File: src/verilog/soc_pkg.sv
/*
 * Address map, slave index constants, LFSR taps,
 * boot vectors and the audio frame type
 */
package soc_pkg;

	// ==============================
	// Address map
	// ==============================
	localparam logic [31:0] BOOT_BASE  = 32'hFFFC_0000;
	localparam logic [31:0] STACK_BASE = 32'hFF40_0000;
	localparam logic [31:0] LED_BASE   = 32'hFFDC_0600;
	localparam logic [31:0] GPIO_BASE  = 32'hFFDC_0700;
	localparam logic [31:0] RAND_BASE  = 32'hFFDC_0C00;
	localparam logic [31:0] AUD_BASE   = 32'hFFDC_0D00;

	// Bit positions in the select and ack vectors
	localparam int SL_BOOT    = 0;
	localparam int SL_STACK   = 1;
	localparam int SL_IO      = 2;
	localparam int SL_RAND    = 3;
	localparam int SL_AUD     = 4;
	localparam int NUM_SLAVES = 5;

	// Right-shifting Galois LFSR
	localparam logic [31:0] LFSR_TAPS = 32'h8020_0003;

	// ==============================
	// Boot ROM contents
	// ==============================
	localparam logic [31:0] BOOT_SSP = 32'hFF40_1000;
	localparam logic [31:0] BOOT_PC  = 32'hFFFC_0010;

	// Start-up table, ROM words 8 to 19
	localparam int BOOT_TABLE_AT  = 8;
	localparam int BOOT_TABLE_LEN = 12;
	localparam logic [0:11][15:0] BOOT_TABLE = {
		16'h4E79, 16'h4E7A, 16'h4E7B, 16'h4E7C,
		16'h4E7D, 16'h4E7E, 16'h4E7F, 16'h4E80,
		16'h4E81, 16'h4E82, 16'h4E83, 16'h4E84
	};

	// Stereo frame, written as two samples and shifted as one word
	typedef union packed {
		logic [31:0] raw;
		struct packed {
			logic [15:0] left;
			logic [15:0] right;
		} half;
	} aud_frame_u;

endpackage

File: src/verilog/cpu_bus_if.sv
/*
 * Decoded CPU bus between the address decoder and the slaves
 */
interface cpu_bus_if;

	logic        cyc;
	logic        stb;
	logic        we;
	logic [1:0]  sel;
	logic [31:0] adr;
	logic [15:0] wdat;

	// Driven by the decoder
	modport master (
		output cyc, stb, we, sel, adr, wdat
	);

	// Seen by every peripheral
	modport slave (
		input cyc, stb, we, sel, adr, wdat
	);

endinterface

File: src/verilog/bus_decode.sv
/*
 * Address decoder with unmapped-address acknowledge,
 * acknowledge merge and read data select
 */
module bus_decode import soc_pkg::*; (
	input  logic                  cpu_clk,
	input  logic                  rst,
	input  logic                  cyc_i,
	input  logic                  stb_i,
	input  logic                  we_i,
	input  logic [1:0]            sel_i,
	input  logic [31:0]           adr_i,
	input  logic [15:0]           dat_i,
	cpu_bus_if.master             bus,
	output logic [NUM_SLAVES-1:0] cs_o,
	input  logic [NUM_SLAVES-1:0] slv_ack_i,
	input  logic [15:0]           boot_rdat_i,
	input  logic [15:0]           stack_rdat_i,
	input  logic [15:0]           io_rdat_i,
	input  logic [15:0]           rand_rdat_i,
	input  logic [15:0]           aud_rdat_i,
	output logic [15:0]           dat_o,
	output logic                  ack_o
);

	logic nomap_ack_q;

	assign bus.cyc  = cyc_i;
	assign bus.stb  = stb_i;
	assign bus.we   = we_i;
	assign bus.sel  = sel_i;
	assign bus.adr  = adr_i;
	assign bus.wdat = dat_i;

	// ==============================
	// Address map compare
	// ==============================
	// Boot ROM also answers at bytes 0 to 7 for the reset fetch
	assign cs_o[SL_BOOT]  = (adr_i[31:16] == BOOT_BASE[31:16]) || (adr_i[31:3] == 29'd0);
	assign cs_o[SL_STACK] = adr_i[31:20] == STACK_BASE[31:20];
	assign cs_o[SL_IO]    = (adr_i[31:4] == LED_BASE[31:4]) || (adr_i[31:4] == GPIO_BASE[31:4]);
	assign cs_o[SL_RAND]  = adr_i[31:4] == RAND_BASE[31:4];
	assign cs_o[SL_AUD]   = adr_i[31:4] == AUD_BASE[31:4];

	// Nobody home, answer anyway so the CPU does not hang
	always_ff @(posedge cpu_clk) begin
		if (rst)
			nomap_ack_q <= 1'b0;
		else
			nomap_ack_q <= cyc_i & stb_i & ~(|cs_o) & ~nomap_ack_q;
	end

	assign ack_o = (|slv_ack_i) | nomap_ack_q;

	// ==============================
	// Read data select
	// ==============================
	always_comb begin
		dat_o = 16'h0000;
		if (cs_o[SL_BOOT])
			dat_o = boot_rdat_i;
		else if (cs_o[SL_STACK])
			dat_o = stack_rdat_i;
		else if (cs_o[SL_IO])
			dat_o = io_rdat_i;
		else if (cs_o[SL_RAND])
			dat_o = rand_rdat_i;
		else if (cs_o[SL_AUD])
			dat_o = aud_rdat_i;
	end

endmodule

File: src/flat_wrapper.sv
// flat-port wrapper written by rule: the top's interface ports become plain ports
module bus_decode_flat import soc_pkg::*;
  (cpu_clk, rst, cyc_i, stb_i, we_i, sel_i, adr_i, dat_i, cs_o, slv_ack_i, boot_rdat_i, stack_rdat_i, io_rdat_i, rand_rdat_i, aud_rdat_i, dat_o, ack_o, bus_cyc, bus_stb, bus_we, bus_sel, bus_adr, bus_wdat);
  cpu_bus_if bus_i ();
  input  logic cpu_clk;
  input  logic rst;
  input  logic cyc_i;
  input  logic stb_i;
  input  logic we_i;
  input  logic [1:0] sel_i;
  input  logic [31:0] adr_i;
  input  logic [15:0] dat_i;
  output logic [NUM_SLAVES-1:0] cs_o;
  input  logic [NUM_SLAVES-1:0] slv_ack_i;
  input  logic [15:0] boot_rdat_i;
  input  logic [15:0] stack_rdat_i;
  input  logic [15:0] io_rdat_i;
  input  logic [15:0] rand_rdat_i;
  input  logic [15:0] aud_rdat_i;
  output logic [15:0] dat_o;
  output logic ack_o;
  output wire logic [$bits(bus_i.cyc)-1:0] bus_cyc;
  output wire logic [$bits(bus_i.stb)-1:0] bus_stb;
  output wire logic [$bits(bus_i.we)-1:0] bus_we;
  output wire logic [$bits(bus_i.sel)-1:0] bus_sel;
  output wire logic [$bits(bus_i.adr)-1:0] bus_adr;
  output wire logic [$bits(bus_i.wdat)-1:0] bus_wdat;
  assign bus_cyc = bus_i.cyc;
  assign bus_stb = bus_i.stb;
  assign bus_we = bus_i.we;
  assign bus_sel = bus_i.sel;
  assign bus_adr = bus_i.adr;
  assign bus_wdat = bus_i.wdat;
  bus_decode u_core (.cpu_clk(cpu_clk), .rst(rst), .cyc_i(cyc_i), .stb_i(stb_i), .we_i(we_i), .sel_i(sel_i), .adr_i(adr_i), .dat_i(dat_i), .bus(bus_i), .cs_o(cs_o), .slv_ack_i(slv_ack_i), .boot_rdat_i(boot_rdat_i), .stack_rdat_i(stack_rdat_i), .io_rdat_i(io_rdat_i), .rand_rdat_i(rand_rdat_i), .aud_rdat_i(aud_rdat_i), .dat_o(dat_o), .ack_o(ack_o));
endmodule
File: config.mk
export PLATFORM = sky130hd
export DESIGN_NAME = bus_decode_flat
export DESIGN_NICKNAME = d
export VERILOG_FILES = /design/src/verilog/soc_pkg.sv /design/src/verilog/cpu_bus_if.sv /design/src/verilog/bus_decode.sv /design/src/flat_wrapper.sv
export SDC_FILE = /design/constraint.sdc
export NUM_CORES = 1
export LEC_CHECK = 0
export BUFFER_PORTS_ARGS = -buffer_cell sky130_fd_sc_hd__clkbuf_2
export CORE_AREA = 2 2 84 86
export DETAILED_ROUTE_END_ITERATION = 16
export DIE_AREA = 0 0 86 88
export MAX_ROUTING_LAYER = met4
export PLACE_DENSITY_LB_ADDON = 0.2
export SLEW_MARGIN = 20
export SYNTH_ARGS = -nofsm -noshare
export SYNTH_HDL_FRONTEND = slang
export SYNTH_SLANG_ARGS = --single-unit
File: constraint.sdc
create_clock -name cpu_clk -period 1.9 [get_ports cpu_clk]
set_input_delay 0.19 -clock cpu_clk [delete_from_list [all_inputs] [get_ports cpu_clk]]
set_output_delay 0.19 -clock cpu_clk [all_outputs]
set_load 0.03 [all_outputs]
==> results of run 1 <==
-- routing by layer --
layer	vias to the layer above	global-route usage, %
met1	791	15.2
met3	10	0.943
met2	94	25.6
met5	-	-
li1	888	-
met4	0	1.30
-- repair_timing --
action,CTS,global route
setup buffers,4,1
endpoints found under the setup margin,20,20
cloned,0,2
pin swaps,10,9
resized for setup,43,36
-- report_power, final --
part           internal, mW  leakage [nW]  switching [mW]
clock                     0             0               0
combinational         0.180          1.29           0.198
sequential           0.0223       0.00820        0.000432
-- final cells by class --
type	count	area, sq um
Fill cell	715	4220
Inverter	2	7.51
Tap cell	80	100
Multi-Input combinational cell	116	935
Sequential cell	1	20.0
Timing Repair Buffer	203	1360
-- through the flow --
| stage | setup WS [ps] | utilization [%] | hold WS (ps) | power, mW |
|---|---|---|---|---|
| 5_1_grt | -146 | 36.4 | 380 | 0.436 |
| 3_5_place_dp | -307 | 30.6 | 380 | 0.378 |
| 2_1_floorplan | -51.6 | - | 334 | 0.301 |
| 3_3_place_gp | -279 | 30.6 | 380 | 0.377 |
| 6_report | -77.6 | 36.4 | 380 | 0.401 |
| 4_1_cts | -107 | 34.1 | 380 | 0.387 |
-- worst reg2reg max path: stages (launching register included) --
cell and delay [ps]:
dfxtp_1 290, nor2_1 100, nand3_1 90, a2111oi_0 380
-- cells by family (layout without fill, tap and decap cells) --
| logic type | after synthesis | in the layout |
|---|---|---|
| simple gates | 66 | 66 |
| buf+inv | 64 | 205 |
| mux | 16 | 16 |
| flops | 1 | 1 |
| compound gates | 34 | 34 |
-- final timing paths --
kind	to	slack (ps)	depth (start not counted)
hold reg to reg	u_core.nomap_ack_q	560	3
hold / removal	bus_wdat[11]	380	0
setup / recovery	dat_o[3]	-80	8
setup reg to reg	u_core.nomap_ack_q	910	3
-- cells in the final DEF (no fill, tap or decap), types with 3 or more instances in the layout --
master / count
buf_4: 27
clkbuf_8: 5
nor4_4: 3
a221o_1: 5
clkbuf_2: 147
nand2_1: 20
a221o_2: 11
o21ai_0: 16
buf_8: 13
nor3_4: 3
nor4_1: 3
nand4_1: 3
buf_6: 8
mux2i_1: 16
and2_1: 17
==> flow_summary.json, run 1 <==
{
  "outcome": "complete, but fails checks",
  "violations": "setup timing",
  "grt_pass1_vias": 1660,
  "largest_register_ffs": 1,
  "grt_overflow": 0,
  "worstHoldStart": "dat_i[11]",
  "timing.max_cap.violations": 0,
  "finalSetupTns_ps": -738,
  "area_delta_synth_final_pct": 91.7,
  "rsz0062_at_grt": "yes",
  "route.met3.wl_um": 431,
  "grt_pass1_wl_mm": 7.87,
  "crit_arrival_ps": 1790,
  "reg_top3": "u_core.nomap_ack_q x1",
  "final_area_sq_um": 2420,
  "synth-compound-area-share_pct": 20.4,
  "die_y_um": 88,
  "crit_path_start_kind": "primary input",
  "yosysTopAreaCell": "buf_4",
  "setup-violations-final": 16,
  "synth.distinct_cells": 25,
  "synth_top_family_by_area": "buffers and inverters",
  "avgSynthCellArea_sq_um": 6.97,
  "synth_edf_count": 0,
  "synthCells": 181,
  "ys_ff_latch": 1,
  "hp-class": "primary input to output port",
  "netlist_area_sq_um": 1260,
  "hpwl_mm": 4.52,
  "synth-simple-area-share_pct": 29.5,
  "synth_common_cells": "buf_4, nand2_1, and2_1",
  "wl_met2_mm": 3.02,
  "crit_type": "primary input to output port",
  "finalClockSkew_ps": 0,
  "dpl.cell_count": 395,
  "yosysMostFrequentCell": "buf_4",
  "netlist.area_leader.share_pct": 32.1,
  "p_leak_nw": 1.29,
  "regMostFlops": "u_core.nomap_ack_q",
  "io_buffers": 170,
  "hold_violations": 0,
  "grt_util_all_layers_pct": 13.2,
  "yosysSeqAreaShare_pct": 1.59,
  "synth_fa_ha_area_share_pct": 0,
  "worst_path_max_delay_cell": "or4_4",
  "drt_pass1_iterations": 4,
  "finalWirelength_mm": 5.64,
  "vias": 1783,
  "antenna_found_initial": 0,
  "synth_mux_area_share_pct": 12.7,
  "crit_fanout": 9,
  "powerDensity_nw_per_um2": 166,
  "cp.required_ps": 1710,
  "setup_ws_ps": -77.6,
  "grt_max_degree": 20,
  "final_cells": 402,
  "tightest_slew_ps": 356,
  "initial_core_util_pct": 19.0,
  "drtIter0Drc": 24,
  "wl_per_cell_um": 14.0,
  "top_layer_used": "met4",
  "place.gp.congestion": 0.783,
  "path_cells": "buf_6 > nor2_4 > nand3_2 > or4_4 > o21ai_4 > buf_12 > a221o_1 > clkbuf_8",
  "slew_headroom_pct": 75.6,
  "io_pins": 215,
  "synthArstFlopShare_pct": 0,
  "cp-end-kind": "output port",
  "drv_slew": 0,
  "netlist_top_cells_area": "buf_4, a221o_1, mux2i_1",
  "drtAntennaViolNets": 0,
  "drc": 0,
  "synth-xor-area-share_pct": 0,
  "period_needed_ps": 1980,
  "cts-hold-fix-buffers": 0,
  "slowest_delay_ps": 540,
  "timing.rr.start": "u_core.nomap_ack_q",
  "core_area_sq_um": 6640,
  "crit_path_start": "adr_i[16]",
  "rows": 30,
  "crit_family": "simple AND/OR/NAND/NOR gates",
  "ys_warn_count": 0,
  "viasPerCell": 4.44,
  "wl_met1_mm": 2.12,
  "synthFlopType": "dfxtp_1",
  "post_dp_cell_area_sq_um": 2040,
  "antenna_cells": 0,
  "vdd_drop_max_v": 0.0000766,
  "fp.dieW_um": 86,
  "layout-drive-gt1-share_pct": 72.4,
  "dieArea_sq_um": 7570,
  "max_freq_ghz": 0.506,
  "clock_latency_ps": 0,
  "path_buf_inv": 3,
  "layout.nets": 464,
  "syn_nets": 321,
  "fin_crit_sh_pct": 104
}
(Power assumes the default switching activity.)
==> run 2: changes to the inputs <==
--- a/config.mk
+++ b/config.mk
@@ -11,6 +11,7 @@
 export DIE_AREA = 0 0 86 88
 export MAX_ROUTING_LAYER = met4
 export PLACE_DENSITY_LB_ADDON = 0.2
+export SKIP_LAST_GASP = 1
 export SLEW_MARGIN = 20
 export SYNTH_ARGS = -nofsm -noshare
 export SYNTH_HDL_FRONTEND = slang
==> run 2 against run 1 <==
  * The run still ends with setup timing left
  * Sequential share of layout area about the same
  * Die area unchanged
  * Clock skew unchanged
  * Global-route usage unchanged
  * Combinational power about the same
  * Cell count unchanged
  * Fmax about the same
  * Highest routed layer unchanged
  * Sequential cell count unchanged
  * Power decreased by 0.18%
  * Final area decreased by 0.52%
  * Via count decreased by 0.17%
==> flow_summary.json, run 2 (synthesized netlist as in run 1, its figures left out) <==
{
  "outcome": "complete, but fails checks",
  "violations": "setup timing",
  "final_common_cell": "clkbuf_2",
  "drv_slew": 0,
  "hold_depth": 0,
  "hpwl_mm": 4.52,
  "wl_per_cell_um": 14.0,
  "path_cells": "buf_6 > nor2_4 > nand3_2 > or4_4 > o21ai_4 > buf_12 > a221o_1 > clkbuf_8",
  "layout-drive-gt1-share_pct": 72.4,
  "setup_ws_ps": -77.9,
  "clock_latency_ps": 0,
  "crit_fanout": 9,
  "finalWirelength_mm": 5.64,
  "drtAntennaViolNets": 0,
  "cp.required_ps": 1710,
  "antenna_cells": 0,
  "post-route-util_pct": 36.2,
  "initial_core_util_pct": 19.0,
  "area_delta_synth_final_pct": 90.7,
  "grt_pass1_wl_mm": 7.87,
  "timing.max_cap.violations": 0,
  "final_cell_mix": "clkbuf_2, buf_4, nand2_1",
  "fp.dieW_um": 86,
  "vdd_drop_max_v": 0.0000766,
  "drt_pass1_iterations": 4,
  "cp-end-kind": "output port",
  "pre_cts_ws_ps": -307,
  "fin_crit_sh_pct": 104,
  "crit_type": "primary input to output port",
  "grt_util_all_layers_pct": 13.2,
  "worst_path_max_delay_cell": "or4_4",
  "dieArea_sq_um": 7570,
  "hp-class": "primary input to output port",
  "rsz0062_at_grt": "yes",
  "worstHoldStart": "dat_i[11]",
  "vias": 1780,
  "crit_arrival_ps": 1790,
  "reg_top3": "u_core.nomap_ack_q x1",
  "crit_family": "simple AND/OR/NAND/NOR gates",
  "finalClockSkew_ps": 0,
  "largest_register_ffs": 1,
  "path_buf_inv": 3,
  "n_fill_cell": 716,
  "reg2reg_depth": 3,
  "period_needed_ps": 1980,
  "place.gp.congestion": 0.783,
  "rows": 30,
  "antenna_found_initial": 0,
  "r2r_end": "u_core.nomap_ack_q",
  "regMostFlops": "u_core.nomap_ack_q",
  "core_area_sq_um": 6640,
  "crit_path_start_kind": "primary input",
  "grt_pass1_vias": 1662,
  "io_pins": 215,
  "io_buffers": 170,
  "cts-hold-fix-buffers": 0,
  "setup-violations-final": 16,
  "powerDensity_nw_per_um2": 166,
  "viasPerCell": 4.43,
  "drc": 0,
  "crit_path_start": "adr_i[16]",
  "die_y_um": 88,
  "r2r_slack_ps": 920,
  "drtIter0Drc": 23,
  "grt_overflow": 0,
  "p_leak_nw": 1.29,
  "tightest_slew_ps": 356,
  "slew_headroom_pct": 75.7,
  "min_to": "bus_wdat[11]",
  "grt_max_degree": 20,
  "slowest_delay_ps": 540,
  "layout.nets": 464,
  "hold_violations": 0,
  "timing.rr.start": "u_core.nomap_ack_q",
  "max_freq_ghz": 0.506
}
==> run 2: cell types whose count changed in the layout (fill, tap and decap cells not counted), sizes merged <==
cell / previous run / this run
buf: 50 / 45
clkbuf: 153 / 158
==> run 2: how the worst max path moves through the flow <==
stage	to	slack, ps	cells past startpoint
2_1_floorplan	cs_o[3]	-50	4
3_3_place_gp	dat_o[11]	-280	8
3_5_place_dp	dat_o[15]	-310	6
4_1_cts	dat_o[3]	-110	8
5_1_grt	dat_o[3]	-150	8
6_report	dat_o[3]	-80	8
==> run 2: worst register-to-register path: cells and delay by family, from the launching register on <==
kind | cells | cell delay, ps
AO/OA/AOI/OAI | 1 | 380
flip-flops | 1 | 290
AND/OR/NAND/NOR | 2 | 190
==> run 2: what timing repair did <==
item / CTS / global route
pin swaps: 10 / 9
hold endpoints to repair: 0 / 0
setup buffers: 4 / 1
resized for setup: 43 / 30
endpoints found under the setup margin: 20 / 20
gates cloned: 0 / 2
==> run 2: where the power goes <==
group / total, mW / leakage [nW] / switching (mW) / internal, mW
Clock: 0 / 0 / 0 / 0
Combinational: 0.378 / 1.28 / 0.198 / 0.180
Sequential: 0.0227 / 0.00820 / 0.000432 / 0.0223
Total: 0.401 / 1.29 / 0.198 / 0.202
==> run 2: cell type report <==
type,instances,area (sq um),share of cell area (%)
inverter,2,7.51,0.312
multi-input combinational,116,928,38.6
sequential,1,20.0,0.832
tap,80,100,4.16
timing repair buffer,203,1350,56.1
==> run 2: metrics by stage <==
stage	power, mW	cell area [sq um]	hold slack, ps	std cells	TNS [ps]
final	0.401	2410	380	402	-812
after global routing	0.435	2410	380	402	-1930
after CTS	0.387	2270	380	399	-1350
after detailed placement	0.378	2040	380	395	-5130
after global placement	0.377	2040	380	395	-4730
after floorplan	0.301	1320	334	181	-51.6
==> run 2: per-layer routing <==
metal  up-vias  GRT usage [%]  routed length, um
li1        888              -                  -
met1       792           15.2               2140
met2        92           25.6               3020
met3         8          0.943                428
met4         0           1.30                 51
met5         -              -                  0
